**config.mk**
```make
export PLATFORM = sky130hd
export DESIGN_NAME = sram_write_fifo
export DESIGN_NICKNAME = d
export VERILOG_FILES = /design/src/sram_ctrl_pkg.sv /design/src/sram_write_fifo.sv
export SDC_FILE = /design/constraint.sdc
export NUM_CORES = 1
export LEC_CHECK = 0
export BUFFER_PORTS_ARGS = -buffer_cell sky130_fd_sc_hd__buf_2
export CORE_UTILIZATION = 59
export CTS_BUF_LIST = sky130_fd_sc_hd__clkbuf_4 sky130_fd_sc_hd__clkbuf_8
export CTS_CLUSTER_SIZE = 14
export DETAILED_ROUTE_END_ITERATION = 10
export HOLD_SLACK_MARGIN = 0.06
export PLACE_DENSITY = 0.78
export SLEW_MARGIN = 20
export SYNTH_ARGS = -nofsm -noshare
export SYNTH_HDL_FRONTEND = slang
export SYNTH_SLANG_ARGS = --single-unit
```
**constraint.sdc**
```tcl
create_clock -name oe_n -period 2.3 [get_ports oe_n]
set_clock_uncertainty 0.05 [all_clocks]
set_input_delay 0.575 -clock oe_n [delete_from_list [all_inputs] [get_ports oe_n]]
set_output_delay 0.575 -clock oe_n [all_outputs]
set_load 0.02 [all_outputs]
```
**src/sram_ctrl_pkg.sv**
```systemverilog
`default_nettype none

package sram_ctrl_pkg;

  // geometry of the external chip
  parameter int ADDR_W = 10;
  parameter int DATA_W = 16;

  typedef logic [ADDR_W-1:0] addr_t;
  typedef logic [DATA_W-1:0] data_t;

  // credits held or owed, also fifo occupancy
  typedef logic [3:0] credit_t;

  // bus sequencer phases
  typedef enum logic [2:0] {
    IDLE,
    WR_SETUP,
    WR_PULSE,
    WR_HOLD,
    RD_ACCESS,
    RD_TURN
  } seq_state_t;

  // per-path entries, also credits granted after reset
  parameter int DEF_FIFO_DEPTH = 4;

  // oe_n cycles from address and oe low to data sample
  parameter int DEF_RD_WAIT_CYCLES = 2;

  // oe_n cycles with we low
  parameter int DEF_WR_PULSE_CYCLES = 1;

  // up/down step for occupancy and credit counters
  function automatic credit_t credit_step(credit_t value, logic up, logic down);
    return value + credit_t'(up) - credit_t'(down);
  endfunction

endpackage

`default_nettype wire

```
**src/sram_write_fifo.sv**
```systemverilog
`default_nettype none

module sram_write_fifo #(
  parameter int FIFO_DEPTH = sram_ctrl_pkg::DEF_FIFO_DEPTH
) (
  input  logic                 oe_n,
  input  logic                 rst,
  input  logic                 wr_valid,
  input  sram_ctrl_pkg::addr_t wr_addr,
  input  sram_ctrl_pkg::data_t wr_data,
  input  logic                 wr_pop,
  output logic                 wr_pending,
  output sram_ctrl_pkg::addr_t wr_head_addr,
  output sram_ctrl_pkg::data_t wr_head_data,
  output logic                 wr_credit_return
);
  import sram_ctrl_pkg::*;

  localparam int PTR_W = (FIFO_DEPTH > 1) ? $clog2(FIFO_DEPTH) : 1;

  // address and data of each queued write
  addr_t addr_mem [FIFO_DEPTH];
  data_t data_mem [FIFO_DEPTH];

  logic [PTR_W-1:0] wr_ptr;
  logic [PTR_W-1:0] rd_ptr;

  // entries held, one per credit the requester spent
  credit_t count;

  // entry storage
  always_ff @(posedge oe_n) begin
    if (wr_valid) begin
      addr_mem[wr_ptr] <= wr_addr;
      data_mem[wr_ptr] <= wr_data;
    end
  end

  // pointers wrap on their own for power-of-two depths
  always_ff @(posedge oe_n) begin
    if (rst) begin
      wr_ptr <= '0;
      rd_ptr <= '0;
      count  <= '0;
    end else begin
      if (wr_valid) begin
        wr_ptr <= wr_ptr + 1'b1;
      end
      if (wr_pop) begin
        rd_ptr <= rd_ptr + 1'b1;
      end
      count <= credit_step(count, wr_valid, wr_pop);
    end
  end

  // head entry seen by the sequencer
  assign wr_pending   = (count != '0);
  assign wr_head_addr = addr_mem[rd_ptr];
  assign wr_head_data = data_mem[rd_ptr];

  // entry leaves for the bus in WR_SETUP
  // so the credit goes back in that same cycle
  assign wr_credit_return = wr_pop;

endmodule

`default_nettype wire

```
Word-level counts from Yosys, hierarchy flattened
Memories as Yosys holds them, arrays and structs flattened. A register that Yosys moved wholly into a read port is not among the register bits.
Cells that the tools add are included.

word-level totals
  flip-flop bits (word level) = 8
  memory bits (writable) = 104
  bits of input ports = 30
  output and inout port bits = 28
  memories = 2

memories
  memory    words  bits a word  read ports  clocked after memory_dff  wr ports  line                   text
  data_mem  4      16           1           1                         1         sram_write_fifo.sv:23  data_t data_mem [FIFO_DEPTH];
  addr_mem  4      10           1           1                         1         sram_write_fifo.sv:22  addr_t addr_mem [FIFO_DEPTH];

cells by class
  add/subtract/negate cells = 4
  mux-type cells = 6
  reduce and logical (&&, ||, !) cells = 1

operators by type and width
  cell                   number
  $mux W2                4
  $add A2 B1 Y2 const B  2
  $add A4 B1 Y4          1
  $reduce_bool A4 Y1     1
  $sub A4 B1 Y4          1
  $mux W1                2

Logic depth before layout (Yosys ltp)
  depth after elaboration = 3
  depth in mapped cells = 8
  mapped depth without buffers = 8

Worst setup path before layout
Ideal clock, no wire load.

  kind = register -> output
  start = reg (tool-made name)
  end = out wr_head_addr[4]
  data arrival time = 1.160 ns
  required time = 1.675 ns
  path slack = 0.515 ns
  cell stages (with the launch flop) = 4
  buffers on the path = 2
  path through = dfxtp_1 -> buf_6 -> buf_12 -> mux4_2

RTL lines
  item              line                   text
  end: declaration  sram_write_fifo.sv:13  output sram_ctrl_pkg::addr_t wr_head_addr,

==> flow_summary.json <==
{
  "crit_fanout": 7,
  "initial_core_util": 0.622,
  "dp_cells": 347,
  "cts.clk_slew.worst_paths_ps": 60,
  "ys_warn_count": 0,
  "grt_max_degree": 27,
  "start_kind": "register",
  "die_w_um": 87.6,
  "irDropWorstVdd_v": 0.000558,
  "rsz0062_at_grt": "yes",
  "drtIter0Drc": 199,
  "dieHeight_um": 87.6,
  "stdcell_area_mm2": 0.00539,
  "gp_congestion": 0.662,
  "finalHoldViolCount": 0,
  "antenna_cells": 0,
  "ys_types": 23,
  "cts-buffers-inserted": 17,
  "post_dp_cell_area_mm2": 0.00476,
  "finalWorstSetupSlack_ps": -51.8,
  "sequentialPowerShare": 0.477,
  "core_area_mm2": 0.00694,
  "cts_tree": "built",
  "r2r_start": "count[0]",
  "p_per_area_mw_per_mm2": 944,
  "power_frac_clock": 0.368,
  "finalCritPeriodShare": 1.02,
  "power_switching_mw": 1.15,
  "synth_area_leaders": "edfxtp_1 (72%), mux4_2 (10%), dfxtp_1 (4.6%)",
  "internal-power_mw": 3.94,
  "synthesis.area_mm2": 0.00432,
  "num_vias": 2109,
  "ios": 58,
  "critical_path_required_ps": 1670,
  "cts.sinks": 114,
  "grt_usage": 0.224,
  "r2r_slack_ps": 690,
  "syn_nets": 232,
  "combPwrFrac": 0.155,
  "h-tree-depth": 4,
  "violations": "negative setup slack",
  "rows": 30,
  "fill_cells": 345,
  "grt_first_pass_wirelength_mm": 11.8,
  "cts_hold_buf": 0,
  "tightest_slew_ps": 455,
  "dieArea_mm2": 0.00767,
  "antenna_found_initial": 0,
  "synth.avg_cell_area_um2": 22.5,
  "fin_crit_ps": 2350,
  "synthCells": 192,
  "status": "complete, but fails checks",
  "dpl_worst_slack_ps": 299,
  "hp-start": "wr_data[6]",
  "first_pass_iters": 4,
  "drv_slew": 0,
  "arrival_ps": 1730,
  "p_sw_frac": 0.226,
  "clockBufferDepth": 2,
  "drive_gt1_frac": 0.439,
  "fin_cells": 383,
  "synth_seq_cells": 114,
  "setup_viol": 13,
  "leakagePower_nw": 1.92,
  "timing.fmax_mhz": 425,
  "critical_path_class": "reg2out",
  "synth_top_area_frac": 0.723,
  "crit_path_end_kind": "output port",
  "synth_seq_area_share": 0.769,
  "ant_nets": 0,
  "port_buffers": 57,
  "layout.nets": 314,
  "maxCapViolCount": 0,
  "hold_depth": 1,
  "relSlewSlack": 0.696,
  "insertion_delay_ps": 400,
  "setup_tns_ps": -298,
  "min_path_type": "in2reg",
  "cts-root-buf": "clkbuf_8",
  "final_common_cell": "edfxtp_1",
  "wire_per_inst_um": 19.2,
  "drc": 0,
  "worst-r2r-cell-count": 8,
  "place_hpwl_mm": 4.31,
  "syn2layout_area_growth_pct": 24.8,
  "grt_pass1_vias": 2221,
  "reg2reg_to": "count[2]",
  "whs_endpoint": "data_mem[0][6]",
  "synth_top_area_cell": "edfxtp_1",
  "grt_overflow": 0,
  "hold_ws_ps": 332,
  "final_cell_mix": "edfxtp_1 (104), buf_2 (31), buf_6 (28)",
  "vias_per_cell": 5.51,
  "routed_wl_mm": 7.36
}
## per-stage QoR
stage          utilization  total power [mW]
2_1_floorplan            -              2.91
3_3_place_gp         0.686              3.09
3_5_place_dp         0.686              3.12
4_1_cts              0.783              5.15
5_1_grt              0.777              5.29
6_report             0.777              5.09
## how the worst max path moves through the flow
stage	start	endpoint	slack, ps	depth (start not counted)
after global placement	wr_pop	count[2]	350	8
final	register	wr_head_data[13]	-50	4
after CTS	register	wr_head_data[2]	-60	4
after detailed placement	wr_pop	count[2]	300	8
after floorplan	register	wr_head_addr[4]	520	3
after global routing	register	wr_head_data[13]	-110	4
## cell usage after synthesis, drive strengths merged
master  instances
edfxtp        104
mux4           26
dfxtp          10
ha              9
inv             9
nor2            8
buf             7
and2            4
a21oi           2
nand3           2
xnor2           2
xor2            2
a31o            1
clkbuf          1
fa              1
mux2i           1
nand2           1
nand2b          1
nor2b           1
## kinds of logic (layout without fill, tap and decap cells)
logic type      Yosys count  in the layout  synth area share
buf+inv                  17            112            0.0261
compound gates            3              3           0.00434
xor+xnor                  4              4           0.00811
flops                   114            114             0.769
mux                      27             27             0.143
simple gates             17             17            0.0188
fa+ha+maj                10             10            0.0307
## critical path: stages, from the launching register on
cell	delay, ps
dfxtp_4	380
buf_12	120
buf_16	140
mux4_2	530
buf_6	160
## metal layers
metal / up-vias / global-route usage / wire (um)
li1: 941 / - / -
met1: 1079 / 0.274 / 2980
met2: 68 / 0.364 / 3860
met3: 21 / 0.0631 / 281
met4: 0 / 0.127 / 235
met5: - / 0 / 0
## power groups by stage
stage	logic, mW	registers (mW)	clock network, mW
after floorplan	0.456	2.46	0
after global placement	0.629	2.46	0
after detailed placement	0.650	2.47	0
after CTS	0.809	2.43	1.92
after global routing	0.850	2.44	2.00
final	0.788	2.43	1.88
## flip-flops by register name, indices dropped and copies added, names as in the netlist, named ones only
signal and cells:
wr_ptr 2, rd_ptr 2, data_mem 64, count 4, addr_mem 40
## timing repair
item | 4_1_cts | 5_1_grt
hold endpoints to repair | 0 | 0
setup buffers | 3 | 0
cloned | 3 | 0
endpoints found under the setup margin | 26 | 26
gates resized for setup | 64 | 0
## cell type report
type / instances / area [um2] / share of cell area
Clock buffer: 18 / 241 / 0.0448
Clock inverter: 14 / 169 / 0.0313
Inverter: 9 / 33.8 / 0.00626
Multi-Input combinational cell: 61 / 863 / 0.160
Sequential cell: 114 / 3330 / 0.617
Tap cell: 96 / 120 / 0.0223
Timing Repair Buffer: 71 / 638 / 0.118
(Power assumes the default switching activity.)
