### src/sram_ctrl_pkg.sv
`default_nettype none

package sram_ctrl_pkg;

  // geometry of the external chip
  parameter int ADDR_W = 10;
  parameter int DATA_W = 16;

  typedef logic [ADDR_W-1:0] addr_t;
  typedef logic [DATA_W-1:0] data_t;

  // credits held or owed, also fifo occupancy
  typedef logic [3:0] credit_t;

  // bus sequencer phases
  typedef enum logic [2:0] {
    IDLE,
    WR_SETUP,
    WR_PULSE,
    WR_HOLD,
    RD_ACCESS,
    RD_TURN
  } seq_state_t;

  // per-path entries, also credits granted after reset
  parameter int DEF_FIFO_DEPTH = 4;

  // oe_n cycles from address and oe low to data sample
  parameter int DEF_RD_WAIT_CYCLES = 2;

  // oe_n cycles with we low
  parameter int DEF_WR_PULSE_CYCLES = 1;

  // up/down step for occupancy and credit counters
  function automatic credit_t credit_step(credit_t value, logic up, logic down);
    return value + credit_t'(up) - credit_t'(down);
  endfunction

endpackage

`default_nettype wire

### src/sram_read_fifo.sv
`default_nettype none

module sram_read_fifo #(
  parameter int FIFO_DEPTH = sram_ctrl_pkg::DEF_FIFO_DEPTH
) (
  input  logic                 oe_n,
  input  logic                 rst,
  input  logic                 rd_valid,
  input  sram_ctrl_pkg::addr_t rd_addr,
  input  logic                 rd_pop,
  input  logic                 rd_done,
  input  sram_ctrl_pkg::data_t rd_result,
  input  logic                 rsp_credit,
  output logic                 rd_pending,
  output sram_ctrl_pkg::addr_t rd_head_addr,
  output logic                 rd_credit_return,
  output logic                 rsp_valid,
  output sram_ctrl_pkg::data_t rsp_data
);
  import sram_ctrl_pkg::*;

  localparam int PTR_W = (FIFO_DEPTH > 1) ? $clog2(FIFO_DEPTH) : 1;

  // queued read addresses
  addr_t req_mem [FIFO_DEPTH];
  logic [PTR_W-1:0] req_wr_ptr;
  logic [PTR_W-1:0] req_rd_ptr;
  credit_t req_count;

  // completed results waiting for delivery
  data_t res_mem [FIFO_DEPTH];
  logic [PTR_W-1:0] res_wr_ptr;
  logic [PTR_W-1:0] res_rd_ptr;
  credit_t res_count;

  // credits granted by the consumer and reads holding one
  credit_t rsp_credits;
  credit_t in_flight;

  logic deliver;
  data_t res_head;

  // empty result queue passes rd_result straight through
  assign res_head = (res_count != '0) ? res_mem[res_rd_ptr] : rd_result;
  assign deliver  = ((res_count != '0) || rd_done) && (rsp_credits != '0);

  // issue only while a credit is still unreserved
  assign rd_pending       = (req_count != '0) && (in_flight < rsp_credits);
  assign rd_head_addr     = req_mem[req_rd_ptr];
  assign rd_credit_return = rd_pop;

  always_ff @(posedge oe_n) begin
    if (rd_valid) begin
      req_mem[req_wr_ptr] <= rd_addr;
    end
    // written every completion, bypassed slot is simply popped too
    if (rd_done) begin
      res_mem[res_wr_ptr] <= rd_result;
    end
    if (deliver) begin
      rsp_data <= res_head;
    end
  end

  always_ff @(posedge oe_n) begin
    if (rst) begin
      req_wr_ptr  <= '0;
      req_rd_ptr  <= '0;
      req_count   <= '0;
      res_wr_ptr  <= '0;
      res_rd_ptr  <= '0;
      res_count   <= '0;
      rsp_credits <= '0;
      in_flight   <= '0;
      rsp_valid   <= 1'b0;
    end else begin
      req_wr_ptr  <= req_wr_ptr + PTR_W'(rd_valid);
      req_rd_ptr  <= req_rd_ptr + PTR_W'(rd_pop);
      req_count   <= credit_step(req_count, rd_valid, rd_pop);
      res_wr_ptr  <= res_wr_ptr + PTR_W'(rd_done);
      res_rd_ptr  <= res_rd_ptr + PTR_W'(deliver);
      res_count   <= credit_step(res_count, rd_done, deliver);
      rsp_credits <= credit_step(rsp_credits, rsp_credit, deliver);
      in_flight   <= credit_step(in_flight, rd_pop, deliver);
      // one response per cycle
      rsp_valid   <= deliver;
    end
  end

endmodule

`default_nettype wire

### config.mk
export PLATFORM = sky130hd
export DESIGN_NAME = sram_read_fifo
export DESIGN_NICKNAME = d
export VERILOG_FILES = /design/src/sram_ctrl_pkg.sv /design/src/sram_read_fifo.sv
export SDC_FILE = /design/constraint.sdc
export NUM_CORES = 1
export LEC_CHECK = 0
export BUFFER_PORTS_ARGS = -buffer_cell sky130_fd_sc_hd__buf_2
export CORE_ASPECT_RATIO = 0.8
export CORE_UTILIZATION = 30
export CTS_CLUSTER_SIZE = 12
export DETAILED_ROUTE_END_ITERATION = 10
export GPL_TIMING_DRIVEN = 0
export HOLD_SLACK_MARGIN = 0.1
export PLACE_DENSITY_LB_ADDON = 0.12
export SYNTH_ARGS = -nofsm -noshare
export SYNTH_HDL_FRONTEND = slang
export SYNTH_SLANG_ARGS = --single-unit
### constraint.sdc
create_clock -name oe_n -period 2.95 [get_ports oe_n]
set_clock_uncertainty 0.1 [all_clocks]
set_input_delay 0.1475 -clock oe_n [delete_from_list [all_inputs] [get_ports oe_n]]
set_output_delay 0.1475 -clock oe_n [all_outputs]
set_load 0.01 [all_outputs]
* Yosys cells after proc, flatten, opt, wreduce, memory -nomap -nowiden *
Memories as Yosys holds them, arrays and structs flattened. A register that Yosys moved wholly into a read port is not among the register bits.
Cells that the tools add are included.

cells by class
  mux-type cells = 7
  $add $sub $neg = 12
  reductions and logical operators = 6
  $lt $le $gt $ge = 1

operators by type and width
  kind               number
  $add 4x1->4        4
  $mux 16            1
  $sub 4x1->4        4
  $reduce_bool 4->1  3
  $add 2x1->2        4
  $lt 4x4->1         1
  $mux 1             4
  $mux 2             2
  $logic_and 1x1->1  2
  $logic_or 1x1->1   1

word-level totals
  bits in registers = 41
  bits in writable memories = 104
  logic and storage cells = 38
  memories kept = 2

memories
  memory   depth  bits a word  rd ports  clocked after memory_dff  wr ports  RTL line              RTL
  res_mem  4      16           1         1                         1         sram_read_fifo.sv:31  data_t res_mem [FIFO_DEPTH];
  req_mem  4      10           1         1                         1         sram_read_fifo.sv:25  addr_t req_mem [FIFO_DEPTH];

* Logic depth before layout (Yosys ltp) *
  depth in word-level cells = 5
  mapped depth = 10
  mapped depth without buffers = 10

* Worst setup path after synthesis *
No wires, ideal clock.

  path kind = register to register
  start = register rsp_credits[2]
  end = register rsp_credits[3]
  setup time = 0.121 ns
  path slack = 0.664 ns
  cell stages (with the launch flop) = 10
  clock period less this slack = 2.286 ns
  arrival time = 2.066 ns
  path buffers = 0
  path through = dfxtp_1 inv_1 ha_1 nor3b_1 or3_1 nand2_1 ha_1 a21o_1 a21oi_1 mux2_2

between the ends
  word-level cells in the longest chain between the ends = 3
  elaborated cells on any way between the ends = 4

RTL lines
  what                                                                 RTL line              RTL
  start: declaration                                                   sram_read_fifo.sv:37  credit_t rsp_credits;
  start signal: assignment                                             sram_read_fifo.sv:83  rsp_credits <= credit_step(rsp_credits, rsp_credit, deliver);
  parallel branches: the longest is 2 deep, another holds $add 4x1->4  n/a
  $sub 4x1->4 *                                                        sram_ctrl_pkg.sv:36   return value + credit_t'(up) - credit_t'(down);

Every way passes the cells marked *.
A chain may end at the register's enable or synchronous reset.

* Worst setup path in the final report *
  start = register rsp_credits[2]
  end = register in_flight[2]

between the ends
  word-level cells in the longest chain between the ends = 3

RTL lines
  what                    RTL line              RTL
  $reduce_bool 4->1       sram_read_fifo.sv:45  assign deliver = ((res_count != '0) || rd_done) && (rsp_credits != '0);
  $logic_and 1x1->1       sram_read_fifo.sv:45
  $sub 4x1->4             sram_ctrl_pkg.sv:36
  end signal: assignment  sram_read_fifo.sv:84  in_flight <= credit_step(in_flight, rd_pop, deliver);
  end: declaration        sram_read_fifo.sv:38  credit_t in_flight;

No other way between the ends.

==> metrics.cfg <==
[finish]
nNetsFinal=498
drive_gt1_share_pct=31.8
n_antenna_cell=0
stdcell_count=711
area_delta_synth_final_pct=27.2

[synth]
synth_cell_types=37
synth.avg_cell_area_sq_um=18.2
synth_edf_count=120
ys.warnings.count=0
synth_top_area_share_pct=60.8
ys_seq_area_share_pct=69.3
synth_top_cells_by_count=edfxtp_1, dfxtp_1, ha_1
yosysTopAreaCell=edfxtp_1
syn_nets=384
async_flop_share_pct=0
yosys_register_bits=145
synth-main-ff-cell=edfxtp_1
synth_most_common_cell=edfxtp_1
syn_area_sq_um=5920
yosys-top-cells-area=edfxtp_1, dfxtp_1, mux4_2, ha_1, mux4_1
synthCells=326

[power_and_ir_drop]
p_leak_nw=2.77
peakVddDrop_mv=0.332
power.density_nw_per_um2=916

[sta]
min_period_ns=2.67
hold_violations=0
timing.hold.ws_ns=0.381
rsz0062_at_grt=false
maxSlewHeadroom_pct=28.8
worstMarginPinSlew_ns=1.06
setup_viol=0
drv_slew=0
max_freq_mhz=375
finalCritPeriodShare_pct=90.5

[clock_network]
insertion_delay_ns=0.42
numCtsBuffers=17
cts_tree=done
clkSlewWorstSetupHoldPaths_ns=0.06
clock_sinks=145
post-cts-setup-buffer-count=0
cts-root-buf=clkbuf_16
h-tree-depth=4
clockBufferDepth=2

[min_path]
hold_path.class=input pin to flop

[worst_setup_path]
worstPathRequired_ns=3.14
critPathKind=flop to flop
r2r_start=rsp_credits[2]$_SDFF_PP0_
ff2ff_path_depth=10
cp_max_fo=9
arrival_ns=2.86
worst-r2r-setup-slack_ns=0.28
rr_endpoint=in_flight[2]$_SDFF_PP0_
crit_path_start=rsp_credits[2]$_SDFF_PP0_
endpoint_kind=flop
startpoint_type=flop
crit_end=in_flight[2]$_SDFF_PP0_

[floorplanning]
start_util_pct=30.9
fp.dieArea_sq_um=20300
fp.dieH_um=128
core_sq_um=19100
row_count=45
die_width_um=159
io_pins=61

[placement]
dp_hpwl_um=7260
dp_cells=648
portBuffers=60
gp_congestion=0.685

[run_status]
outcome=finished clean

[detailed_routing]
firstDrtPassIters=4
ant_nets=0
vias=3100
drc=0
drt_iter0_drc=114
vias_per_cell=4.36
routed_wl_um=11000
wl_per_cell_um=15.5

[job]
maxCapViolCount=0

[grt]
grt_max_degree=17
grt.total_usage_pct=11.8
grt_pass1_wl_um=17700
grt_pass1_vias=3216
grt_antenna_before_repair=0
gr-total-overflow=0

==> power breakdown <==
group	internal [W]	total (W)	switching (W)
combinational	0.000978	0.00197	0.000993
sequential	0.00261	0.00273	0.000115
clock	0.00134	0.00220	0.000856
total	0.00493	0.00690	0.00196
==> repair_timing <==
action / 4_1_cts / 5_1_grt
resized for setup: 0 / 0
hold buffers: 31 / 0
hold endpoints to repair: 129 / 0
==> layer usage <==
metal  track usage [%]  routed length (um)  vias to the layer above
li1                  -                   -                     1481
met1              15.7                5340                     1561
met2              18.1                5180                       47
met3              3.79                 337                       11
met4              4.07                 148                        0
met5                 0                   0                        -
==> area by class of cell <==
cell class                 instances  area, sq um
buffer                            11         75.1
clock buffer                      18          429
clock inverter                    14          179
fill                            1788        11600
inverter                          21         78.8
multi-input combinational        149         1680
sequential                       145         4100
tap                              258          323
timing repair buffer              95          663
==> layout by cell type, fill, tap and decap left out, types with 7 or more instances in the layout <==
cell / count
buf_2: 62
clkbuf_16: 17
dfxtp_1: 25
dlygate4sd3_1: 31
edfxtp_1: 120
ha_1: 22
inv_1: 20
mux2_2: 19
mux4_1: 9
mux4_2: 17
nand2_1: 7
nor2_1: 15
nor2b_1: 11
==> kinds of logic (layout without fill, tap and decap cells) <==
kind of cell | after synthesis | after routing | synth area share (%)
buffers and inverters | 32 | 159 | 2.60
DFF | 145 | 145 | 69.3
xor gates and xnor gates | 9 | 9 | 1.33
AOI/OAI and AO/OA | 18 | 18 | 1.94
muxes | 45 | 45 | 14.1
adders and majority gates | 26 | 26 | 6.00
and+or+nand+nor | 51 | 51 | 4.75
==> state kept, by name (all words and copies together), names as in the netlist, 4 cells and up <==
name / count
rsp_data: 16
res_count: 4
req_count: 4
req_mem: 40
res_mem: 64
rsp_credits: 4
in_flight: 4
==> through the flow <==
step	setup WS, ns	total power, W	cell area, sq um	utilization [%]	TNS (ns)
finish	0.280	0.00690	7530	39.3	0
global route	0.000248	0.00732	7530	39.3	0
CTS	0.214	0.00702	7530	39.3	0
detailed placement	0.235	0.00475	6610	34.5	0
global placement	-0.358	0.00470	6550	34.2	-5.70
floorplan	0.664	0.00416	5920	-	0
==> worst max-delay path: stages (launching register included) <==
cell	delay, ns
dfxtp_1	0.30
inv_1	0.09
ha_1	0.16
nor3b_1	0.66
or2_2	0.28
xnor2_1	0.12
ha_1	0.19
inv_1	0.06
fa_1	0.39
xor2_1	0.14
nor2_1	0.05
==> worst min path at each step <==
stage	depth (start not counted)	endpoint	slack, ns	from
final	2	req_mem[2][4]$_DFFE_PP_	0.38	rd_addr[4]
after CTS	2	req_mem[2][4]$_DFFE_PP_	0.35	rd_addr[4]
after global routing	2	req_mem[2][1]$_DFFE_PP_	0.38	rd_addr[1]
after detailed placement	1	req_mem[2][4]$_DFFE_PP_	0.27	rd_addr[4]
after global placement	1	req_mem[0][1]$_DFFE_PP_	0.26	rd_addr[1]
after floorplan	0	req_mem[0][0]$_DFFE_PP_	0.15	rd_addr[0]
(Power assumes the default switching activity.)
